<file path="config.mk">
export PLATFORM = sky130hd
export DESIGN_NAME = id_queue
export DESIGN_NICKNAME = d
export VERILOG_FILES = /design/src/rtl/idq_pkg.sv /design/src/rtl/idq_head_tail.sv /design/src/rtl/idq_link_store.sv /design/src/rtl/idq_ctrl.sv /design/src/rtl/id_queue.sv
export VERILOG_INCLUDE_DIRS = /design/src /design/src/rtl
export SDC_FILE = /design/constraint.sdc
export NUM_CORES = 1
export LEC_CHECK = 0
export ABC_AREA = 0
export BUFFER_PORTS_ARGS = -buffer_cell sky130_fd_sc_hd__buf_4
export CAP_MARGIN = 5
export CORE_MARGIN = 1
export CORE_UTILIZATION = 64
export DETAILED_ROUTE_END_ITERATION = 6
export GPL_TIMING_DRIVEN = 0
export PLACE_DENSITY = 0.84
export REMOVE_ABC_BUFFERS = 1
export SETUP_SLACK_MARGIN = 0.1
export SLEW_MARGIN = 20
export SYNTH_ARGS = -nofsm -noshare
export SYNTH_HDL_FRONTEND = slang
export SYNTH_SLANG_ARGS = --single-unit
</file>
<file path="constraint.sdc">
create_clock -name clk_i -period 10.12 [get_ports clk_i]
set_clock_uncertainty 0.2 [all_clocks]
set_input_delay 1.518 -clock clk_i [delete_from_list [all_inputs] [get_ports clk_i]]
set_output_delay 1.518 -clock clk_i [all_outputs]
set_load 0.01 [all_outputs]
</file>
<file path="src/rtl/idq_defs.svh">
`ifndef IDQ_DEFS_SVH
`define IDQ_DEFS_SVH

// Width of the ID that every element carries
`define IDQ_ID_WIDTH 2

// Width of one stored element
`define IDQ_DATA_WIDTH 8

// Number of element cells, shared by all IDs
`define IDQ_CAPACITY 4

// There can never be more live IDs than distinct IDs or stored elements
`define IDQ_HT_CAPACITY ((1 << `IDQ_ID_WIDTH) < `IDQ_CAPACITY ? \
    (1 << `IDQ_ID_WIDTH) : `IDQ_CAPACITY)

// Index widths for the two tables
`define IDQ_LD_IDX_WIDTH $clog2(`IDQ_CAPACITY)
`define IDQ_HT_IDX_WIDTH $clog2(`IDQ_HT_CAPACITY)

`endif

</file>
<file path="src/rtl/idq_pkg.sv">
`default_nettype none

`include "idq_defs.svh"

package idq_pkg;

    // Element ID and element payload
    typedef logic [`IDQ_ID_WIDTH-1:0]     id_t;
    typedef logic [`IDQ_DATA_WIDTH-1:0]   data_t;

    // Index into the linked data table
    typedef logic [`IDQ_LD_IDX_WIDTH-1:0] ld_idx_t;

    // Index into the head-tail table
    typedef logic [`IDQ_HT_IDX_WIDTH-1:0] ht_idx_t;

    // One head-tail entry points at the oldest and newest cell of an ID
    typedef struct packed {
        id_t     id;
        ld_idx_t head;
        ld_idx_t tail;
        logic    free;
    } ht_entry_t;

    // A single write into the head-tail table, applied at the next edge
    typedef struct packed {
        logic      we;
        ht_idx_t   idx;
        ht_entry_t entry;
    } ht_cmd_t;

    // Updates to the linked data table for one cycle
    // Allocation always lands in the lowest free cell of the table
    typedef struct packed {
        logic    alloc_en;
        data_t   alloc_data;
        logic    link_en;
        ld_idx_t link_idx;
        logic    rel_en;
        ld_idx_t rel_idx;
    } ld_cmd_t;

endpackage

`default_nettype wire

</file>
<file path="src/rtl/idq_head_tail.sv">
`timescale 1ns/1ps
`default_nettype none

`include "idq_defs.svh"

module idq_head_tail
    import idq_pkg::*;
(
    input  logic    clk_i,
    input  logic    rst_ni,

    // ID to look up in the table
    input  id_t     lookup_id_i,

    // Lookup result
    output logic    hit_o,
    output ht_idx_t hit_idx_o,
    output ld_idx_t hit_head_o,
    output ld_idx_t hit_tail_o,

    // Lowest entry that is not in use
    output ht_idx_t free_idx_o,

    // Write issued by the controller
    input  ht_cmd_t ht_cmd_i
);

    ht_entry_t [`IDQ_HT_CAPACITY-1:0] entries_q;
    logic      [`IDQ_HT_CAPACITY-1:0] match;

    // An entry matches only while it is occupied
    for (genvar i = 0; i < `IDQ_HT_CAPACITY; i++) begin : gen_match
        assign match[i] = !entries_q[i].free && (entries_q[i].id == lookup_id_i);
    end

    assign hit_o = |match;

    // At most one occupied entry holds a given ID, so the first match is the only one
    always_comb begin
        hit_idx_o  = '0;
        hit_head_o = '0;
        hit_tail_o = '0;
        for (int i = 0; i < `IDQ_HT_CAPACITY; i++) begin
            if (match[i]) begin
                hit_idx_o  = ht_idx_t'(i);
                hit_head_o = entries_q[i].head;
                hit_tail_o = entries_q[i].tail;
            end
        end
    end

    // Scan downwards so that the lowest free entry wins
    always_comb begin
        free_idx_o = '0;
        for (int i = `IDQ_HT_CAPACITY - 1; i >= 0; i--) begin
            if (entries_q[i].free) begin
                free_idx_o = ht_idx_t'(i);
            end
        end
    end

    // Every entry starts out free with its pointers cleared
    always_ff @(posedge clk_i or negedge rst_ni) begin
        if (!rst_ni) begin
            for (int i = 0; i < `IDQ_HT_CAPACITY; i++) begin
                entries_q[i] <= '{id: '0, head: '0, tail: '0, free: 1'b1};
            end
        end else if (ht_cmd_i.we) begin
            entries_q[ht_cmd_i.idx] <= ht_cmd_i.entry;
        end
    end

endmodule

`default_nettype wire

</file>
<file path="src/rtl/idq_link_store.sv">
`timescale 1ns/1ps
`default_nettype none

`include "idq_defs.svh"

module idq_link_store
    import idq_pkg::*;
(
    input  logic    clk_i,
    input  logic    rst_ni,

    // Combinational read of one cell
    input  ld_idx_t rd_idx_i,
    output data_t   rd_data_o,
    output ld_idx_t rd_next_o,

    // Allocation target and fill status
    output ld_idx_t free_idx_o,
    output logic    full_o,
    output logic    empty_o,

    // Updates issued by the controller
    input  ld_cmd_t ld_cmd_i
);

    data_t   [`IDQ_CAPACITY-1:0] data_q;
    ld_idx_t [`IDQ_CAPACITY-1:0] next_q;
    logic    [`IDQ_CAPACITY-1:0] free_q;

    assign rd_data_o = data_q[rd_idx_i];
    assign rd_next_o = next_q[rd_idx_i];

    // No free cell means the queue is full, and all free means it is empty
    assign full_o  = ~|free_q;
    assign empty_o = &free_q;

    // Lowest free cell is taken by the next allocation
    always_comb begin
        free_idx_o = '0;
        for (int i = `IDQ_CAPACITY - 1; i >= 0; i--) begin
            if (free_q[i]) begin
                free_idx_o = ld_idx_t'(i);
            end
        end
    end

    // Free flags decide which cells hold live data
    always_ff @(posedge clk_i or negedge rst_ni) begin
        if (!rst_ni) begin
            free_q <= '1;
        end else begin
            if (ld_cmd_i.alloc_en) begin
                free_q[free_idx_o] <= 1'b0;
            end
            if (ld_cmd_i.rel_en) begin
                free_q[ld_cmd_i.rel_idx] <= 1'b1;
            end
        end
    end

    // The allocated cell takes the pushed element
    always_ff @(posedge clk_i) begin
        if (ld_cmd_i.alloc_en) begin
            data_q[free_idx_o] <= ld_cmd_i.alloc_data;
        end
        // The old tail now points at the cell that is being allocated
        if (ld_cmd_i.link_en) begin
            next_q[ld_cmd_i.link_idx] <= free_idx_o;
        end
    end

endmodule

`default_nettype wire

</file>
<file path="src/rtl/idq_ctrl.sv">
`timescale 1ns/1ps
`default_nettype none

module idq_ctrl
    import idq_pkg::*;
(
    // Input port
    input  id_t     inp_id_i,
    input  data_t   inp_data_i,
    input  logic    inp_req_i,
    output logic    inp_gnt_o,

    // Output port
    input  id_t     oup_id_i,
    input  logic    oup_pop_i,
    input  logic    oup_req_i,
    output logic    oup_gnt_o,
    output data_t   oup_data_o,
    output logic    oup_data_valid_o,

    // Head-tail lookup
    output id_t     lookup_id_o,
    input  logic    hit_i,
    input  ht_idx_t hit_idx_i,
    input  ld_idx_t hit_head_i,
    input  ld_idx_t hit_tail_i,
    input  ht_idx_t ht_free_idx_i,

    // Link store read and status
    output ld_idx_t rd_idx_o,
    input  data_t   rd_data_i,
    input  ld_idx_t rd_next_i,
    input  ld_idx_t ld_free_idx_i,
    input  logic    full_i,

    // Table updates for the next edge
    output ht_cmd_t ht_cmd_o,
    output ld_cmd_t ld_cmd_o
);

    logic push;

    // The input port wins whenever there is room for another element
    assign inp_gnt_o = !full_i;
    assign push      = inp_req_i && !full_i;
    assign oup_gnt_o = oup_req_i && !push;

    // Only one port uses the lookup in a given cycle
    assign lookup_id_o = push ? inp_id_i : oup_id_i;

    // The head cell of the looked-up ID is the one to read or pop
    assign rd_idx_o = hit_head_i;

    always_comb begin
        oup_data_o       = '0;
        oup_data_valid_o = 1'b0;
        ht_cmd_o         = '0;
        ld_cmd_o         = '0;

        if (push) begin
            // The new element always goes into the lowest free cell
            ld_cmd_o.alloc_en   = 1'b1;
            ld_cmd_o.alloc_data = inp_data_i;
            ht_cmd_o.we         = 1'b1;
            if (hit_i) begin
                // Known ID, so append behind the current tail
                ld_cmd_o.link_en = 1'b1;
                ld_cmd_o.link_idx = hit_tail_i;
                ht_cmd_o.idx     = hit_idx_i;
                ht_cmd_o.entry   = '{id: inp_id_i, head: hit_head_i,
                                     tail: ld_free_idx_i, free: 1'b0};
            end else begin
                // First element of this ID opens a new head-tail entry
                ht_cmd_o.idx   = ht_free_idx_i;
                ht_cmd_o.entry = '{id: inp_id_i, head: ld_free_idx_i,
                                   tail: ld_free_idx_i, free: 1'b0};
            end
        end else if (oup_gnt_o && hit_i) begin
            // A miss is still granted but returns no valid data
            oup_data_o       = rd_data_i;
            oup_data_valid_o = 1'b1;
            if (oup_pop_i) begin
                ld_cmd_o.rel_en  = 1'b1;
                ld_cmd_o.rel_idx = hit_head_i;
                ht_cmd_o.we      = 1'b1;
                ht_cmd_o.idx     = hit_idx_i;
                if (hit_head_i == hit_tail_i) begin
                    // Last element of this ID, so the entry goes back to the pool
                    ht_cmd_o.entry = '{id: '0, head: '0, tail: '0, free: 1'b1};
                end else begin
                    ht_cmd_o.entry = '{id: oup_id_i, head: rd_next_i,
                                       tail: hit_tail_i, free: 1'b0};
                end
            end
        end
    end

endmodule

`default_nettype wire

</file>
<file path="src/rtl/id_queue.sv">
`timescale 1ns/1ps
`default_nettype none

module id_queue
    import idq_pkg::*;
(
    input  logic  clk_i,
    input  logic  rst_ni,

    // Push side
    input  id_t   inp_id_i,
    input  data_t inp_data_i,
    input  logic  inp_req_i,
    output logic  inp_gnt_o,

    // Read and pop side
    input  id_t   oup_id_i,
    input  logic  oup_pop_i,
    input  logic  oup_req_i,
    output logic  oup_gnt_o,
    output data_t oup_data_o,
    output logic  oup_data_valid_o,

    // Status
    output logic  full_o,
    output logic  empty_o
);

    id_t     lookup_id;
    logic    hit;
    ht_idx_t hit_idx;
    ld_idx_t hit_head;
    ld_idx_t hit_tail;
    ht_idx_t ht_free_idx;
    ld_idx_t rd_idx;
    data_t   rd_data;
    ld_idx_t rd_next;
    ld_idx_t ld_free_idx;
    ht_cmd_t ht_cmd;
    ld_cmd_t ld_cmd;

    // Arbitration and command generation
    idq_ctrl u_ctrl (
        .inp_id_i         (inp_id_i),
        .inp_data_i       (inp_data_i),
        .inp_req_i        (inp_req_i),
        .inp_gnt_o        (inp_gnt_o),
        .oup_id_i         (oup_id_i),
        .oup_pop_i        (oup_pop_i),
        .oup_req_i        (oup_req_i),
        .oup_gnt_o        (oup_gnt_o),
        .oup_data_o       (oup_data_o),
        .oup_data_valid_o (oup_data_valid_o),
        .lookup_id_o      (lookup_id),
        .hit_i            (hit),
        .hit_idx_i        (hit_idx),
        .hit_head_i       (hit_head),
        .hit_tail_i       (hit_tail),
        .ht_free_idx_i    (ht_free_idx),
        .rd_idx_o         (rd_idx),
        .rd_data_i        (rd_data),
        .rd_next_i        (rd_next),
        .ld_free_idx_i    (ld_free_idx),
        .full_i           (full_o),
        .ht_cmd_o         (ht_cmd),
        .ld_cmd_o         (ld_cmd)
    );

    // Per-ID head and tail pointers
    idq_head_tail u_head_tail (
        .clk_i       (clk_i),
        .rst_ni      (rst_ni),
        .lookup_id_i (lookup_id),
        .hit_o       (hit),
        .hit_idx_o   (hit_idx),
        .hit_head_o  (hit_head),
        .hit_tail_o  (hit_tail),
        .free_idx_o  (ht_free_idx),
        .ht_cmd_i    (ht_cmd)
    );

    // Element cells chained into one list per ID
    idq_link_store u_link_store (
        .clk_i      (clk_i),
        .rst_ni     (rst_ni),
        .rd_idx_i   (rd_idx),
        .rd_data_o  (rd_data),
        .rd_next_o  (rd_next),
        .free_idx_o (ld_free_idx),
        .full_o     (full_o),
        .empty_o    (empty_o),
        .ld_cmd_i   (ld_cmd)
    );

endmodule

`default_nettype wire

</file>
; Yosys cells after proc, flatten, opt, wreduce, memory -nomap -nowiden
; Cells that the tools add are included.
[word_totals]
reg_bits = 72
inputBits = 17
[classes]
muxes = 53
order_cmp = 9
n_bitwise = 3
n_eq_ne = 5
n_reduce_logical = 20
[op_table]
columns = cell, count
row1 = 2-bit 2-to-1 mux, 21
row2 = 32-bit bitwise mux, 1
row3 = 8-bit 2-to-1 mux, 4
row4 = 10-bit 2-to-1 mux, 3
row5 = 28-bit bitwise mux, 1
row6 = 8-bit binary-select mux with 2-bit select, 1
row7 = 8-bit demux with 2-bit select, 1
row8 = "2-bit by 3-bit < comparator with 1-bit output, second input constant", 5
row9 = 7-bit demux with 2-bit select, 1
row10 = 7-bit 2-to-1 mux, 2
row11 = 12-bit 2-to-1 mux, 1
row12 = 3-bit 2-to-1 mux, 4
row13 = 1-bit logical AND, 11
row14 = 2-bit == test, 5
row15 = 9-bit 2-to-1 mux, 1
row16 = 8-bit bitwise mux, 1
row17 = "2-bit by 1-bit greater-or-equal comparator with 1-bit output, second input constant", 4
row18 = 4-bit 2-to-1 mux, 2
row19 = 4-bit OR reduction, 2
row20 = 1-bit logical NOT, 6
row21 = 1-bit 2-to-1 mux, 5
row22 = 4-bit bitwise AND, 1
row23 = 2-bit binary-select mux with 2-bit select, 1
row24 = 1-bit demux with 2-bit select, 2
row25 = 4 further kinds, 4

; Logic depth before layout (Yosys ltp)
[logic_depth]
ltp_word = 20
mapped_depth = 14
depth_no_buf = 10

; By module
; From an unflattened synthesis, not the netlist that was laid out.
[hier_totals]
hier_cells = 250
area_unflattened_um2 = 3520.9
[modules_own_cells]
columns = module, cells_per_inst, seq_area_each_um2, n_inst, area_per_inst_um2
row1 = idq_link_store, 85, 1306.3, 1, 1716.6
row2 = idq_head_tail, 104, 705.7, 1, 1363.8
row3 = idq_ctrl, 61, 0.0, 1, 440.4

; Worst setup path before layout
; No wires, ideal clock.
[synth_timing]
kind = in2out
startpoint = input port inp_req_i
endpoint = output port oup_data_o[0]
path_slack_ns = 4.201
n_path_buf = 5
t_arrival_ns = 4.201
cell_stages = 12
path_cell_list = clkbuf_1 o41a_1 buf_2 a21oi_1 o22ai_4 mux2_1 a211o_1 buf_4 buf_4 buf_6 mux2i_1 a211oi_1
[synth_between]
elab_chain_cells = 12
[synth_rtl]
columns = element, line_no
row1 = start: declaration, id_queue.sv:13  ; input logic inp_req_i,
row2 = 1-bit logical AND (*), idq_ctrl.sv:45  ; assign push = inp_req_i && !full_i;
row3 = 2-bit 2-to-1 mux, idq_ctrl.sv:49  ; assign lookup_id_o = push ? inp_id_i : oup_id_i;
row4 = 2-bit == test, idq_head_tail.sv:33  ; assign match[i] = !entries_q[i].free && (entries_q[i].id == lookup_id_i);
row5 = 1-bit logical AND, idq_head_tail.sv:33
row6 = 2-bit 2-to-1 mux (4 in series), idq_head_tail.sv:44  ; if (match[i]) begin
row7 = 8-bit binary-select mux with 2-bit select, idq_link_store.sv:30  ; assign rd_data_o = data_q[rd_idx_i];
row8 = 8-bit 2-to-1 mux (implied by the code), idq_link_store.sv:30
row9 = 8-bit 2-to-1 mux, idq_ctrl.sv:78  ; end else if (oup_gnt_o && hit_i) begin
row10 = 8-bit 2-to-1 mux (*), idq_ctrl.sv:60  ; if (push) begin
row11 = end: declaration, id_queue.sv:21  ; output data_t oup_data_o,
; Mark *: on every way between the ends. The rest lies on a longest branch, timed or not. The select of a mux whose other input is x is not followed.

; Final worst setup path
[layout_timing]
startpoint = input port inp_req_i
endpoint = output port oup_data_o[1]
; Same word-level chain as after synthesis.

==> key figures <==
Yosys
  – Post-synth EDFFs: 40
  – Simple-Gate Fraction of Synth Area: 0.127
  – Unique masters post-synth: 57
  – Xor and xnor area share after synthesis: 0.00860
  – Mapped Area: 3780 um^2
  – Synthesis-stage register bit count: 72
  – Mux cell area share after synthesis: 0.117
  – Cells after synthesis: 305
  – Top FF cell, synth: edfxtp_1
  – Post-synthesis compound-gate area fraction: 0.174
  – Yosys warns: 0
  – Avg Inst Size Synth: 12.4 um^2
  – Largest family of logic cells by synthesized area: compound AO/OA/AOI/OAI gates
  – Async SR Flop Fraction: 0.444
  – Synth Area in Adders: 0
  – Post-synthesis sequential area ratio: 0.532

Clock network
  – Post-CTS resize count: 0
  – Num CTS Buffers: 9
  – CTS tree: yes
  – Worst-skew pair later-pin latency: 0.35 ns
  – CTS max path bufs: 2
  – CTS H-tree depth: 3
  – Clock transition at path regs: 0.08 ns
  – CTS sink count: 72
  – Post-CTS Setup Repair Bufs: 0
  – CTS Hold Bufs: 0
  – CTS root buffer: clkbuf_8

Timing
  – Max Freq: 149 MHz
  – RSZ-0062 raised after global routing: no
  – Final Critical Period: 6.69 ns
  – Slew margin rel.: 0.349
  – Final Hold Viols: 0
  – Setup TNS: 0 ns
  – Tcrit/Tclk final: 0.661
  – Worst Hold Slack: 0.304 ns
  – Max-slew violation count: 0
  – Setup violators final: 0
  – Slew @ Worst Pin: 0.977 ns

Power and ir drop
  – Pwr Density: 306 nW/um^2
  – Leak: 1.61 nW
  – Max IR drop VDD: 0.190 mV
  – Pwr Total: 1.28 mW

Global routing
  – Initial antenna violation count: 0
  – First-pass GRT wire length: 12.6 mm
  – Met2 GRT Util: 0.478
  – GRT Max-Usage Layer: met2
  – Largest net degree at the start of global routing: 36
  – Vias in the first global route: 2623
  – Overflow after GRT: 0
  – M3 GR Usage: 0.0460
  – Total track usage: 0.274
  – GR met1 Demand/Resource: 0.330

Layout
  – Commonest cells after routing, fill and taps aside: edfxtp_1, buf_4, mux2_2, dfrtp_1, a211oi_1
  – Area grow syn2layout: 10.5%
  – Core Util, Final: 0.745
  – Number of diodes: 0
  – Final nets: 346
  – Commonest non-fill, non-tap cell in the layout: edfxtp_1
  – Share of layout cells above drive strength 1: 0.326
  – Final instance area: 4180 um^2
  – Layout fillers: 395

Worst setup path
  – Reg2Reg Depth: 9
  – CP cell instances: buf_4 > o41a_1 > o32ai_1 > o22ai_4 > mux2_1 > a211o_2 > nor2b_1 > a211oi_1 > a211oi_1 > buf_4
  – Worst path depth: 10
  – CP endpoint kind: output port
  – Data arrival time of the worst path: 4.97 ns
  – Critical Path Source Type: primary input
  – Reg-to-reg critical path startpoint: u_link_store.free_q[0]
  – Crit path max fanout: 35
  – WP data required: 8.40 ns
  – Critical-path top delay cell: o41a_1
  – Worst R2R End: u_head_tail.entries_q[10]
  – CP top delay family: compound AO/OA/AOI/OAI gates
  – WS Path Type: in2out
  – Buffer and inverter count on the worst path: 2
  – R2r setup slk: 5.41 ns
  – Worst path max stage delay: 0.82 ns

Min path
  – HP Start: u_head_tail.entries_q[18]
  – Hold Crit Class: reg2reg
  – Hold endpoint: u_head_tail.entries_q[18]
  – Worst hold path depth: 1

Placed design
  – GPL Wtd Cong: 0.891
  – Placed Area: 4000 um^2
  – I/O Buffers: 29
  – Hpwl dp: 5.16 mm

Floorplanning
  – Io pins: 30
  – Die Y: 78.9 um
  – Starting Density: 0.674
  – Horiz. Die Dim: 78.9 um
  – Core Footprint: 5610 um^2
  – Rows: 27
  – Die area: 6220 um^2

Route
  – DR DRC count: 0
  – DR WL/cell: 18.5 um
  – Vias post-DR: 2545
  – Vias/cell: 6.27
  – Final WL: 7.53 mm
  – Routed Antenna Nets: 0
  – DR iter-0 viols: 126
  – DR pass1 iterations: 4

Run status
  – Status: complete, no violations

Flow run
  – Max cap viols: 0
## worst register-to-register path: stages, from the launching register on
cell     delay (ns)
dfstp_2        0.67
o41a_1         0.86
o32ai_1        0.27
o22ai_4        0.45
mux2_2         0.40
a221o_1        0.64
xnor2_2        0.31
o21ai_4        0.29
o21ai_1        0.20
mux2_2         0.30
## worst max-delay path by stage
stage,start,end,slack (ns)
finish,inp_req_i,oup_data_o[1],3.43
global route,inp_req_i,oup_data_o[1],3.26
CTS,inp_req_i,oup_data_o[1],3.41
detailed placement,inp_req_i,oup_data_o[1],3.40
global placement,inp_req_i,oup_data_o[1],3.17
floorplan,inp_req_i,oup_data_o[0],4.17
## cell type report
type	count	area, um^2	area share
inverters	14	53.8	0.0129
clock buffers	10	138	0.0329
clock inverters	6	45.0	0.0108
well taps	72	90.1	0.0216
flip-flops and latches	72	2010	0.481
repair buffers	29	218	0.0521
multi-input cells	203	1620	0.389
## logic make-up (layout without fill, tap and decap cells)
group | count (synthesis) | in the layout
AOI/OAI and AO/OA | 74 | 74
xor gates and xnor gates | 2 | 2
buffers and inverters | 30 | 59
DFF | 72 | 72
muxes | 40 | 40
and+or+nand+nor | 87 | 87
## per-stage QoR
step           cells  setup slack [ns]
6_report         406              3.43
3_3_place_gp     390              3.17
4_1_cts          406              3.41
3_5_place_dp     390              3.40
5_1_grt          406              3.26
2_1_floorplan    289              4.17
## per-layer routing
metal / share of wire / wire [um] / vias up
met4: 0.024 / 178 / 0
met1: 0.42 / 3130 / 1243
met5: 0 / 0 / -
li1: - / - / 1213
met2: 0.51 / 3840 / 73
met3: 0.052 / 389 / 16
## Yosys cell counts, types with 2 or more instances
cell type / instances / area share
a211oi_1: 22 / 0.044
a21oi_1: 6 / 0.0079
a221o_1: 2 / 0.0053
a221oi_1: 3 / 0.0069
a221oi_4: 2 / 0.014
a22o_1: 2 / 0.0046
and2_1: 12 / 0.020
and3_1: 5 / 0.0083
buf_2: 5 / 0.0066
buf_4: 4 / 0.0079
buf_6: 3 / 0.0089
clkbuf_1: 4 / 0.0040
dfrtp_1: 24 / 0.16
dfstp_2: 8 / 0.056
edfxtp_1: 40 / 0.32
inv_1: 13 / 0.013
mux2_2: 28 / 0.083
mux2i_1: 10 / 0.026
nand2_1: 21 / 0.021
nand2b_1: 3 / 0.0050
nand3_1: 2 / 0.0026
nand3b_1: 2 / 0.0040
nand4_1: 2 / 0.0033
nor2_1: 10 / 0.0099
nor2b_1: 9 / 0.015
nor3_1: 6 / 0.0079
nor3b_1: 2 / 0.0040
o21ai_0: 5 / 0.0066
o21ai_1: 4 / 0.0053
o22ai_1: 5 / 0.0083
o22ai_2: 2 / 0.0066
o32ai_1: 5 / 0.012
or2_2: 7 / 0.012
or3_1: 3 / 0.0050
xnor2_2: 2 / 0.0086
## registers in the layout (all words and copies together), names as in the netlist
register	cells
u_head_tail.entries_q	28
u_link_store.next_q	8
u_link_store.free_q	4
u_link_store.data_q	32
## where the power goes
group / internal (mW) / switching [mW]
registers: 0.405 / 0.0516
logic: 0.252 / 0.362
clock network: 0.0958 / 0.111
total: 0.753 / 0.524
Note: power is estimated with default switching activity, not from simulation.
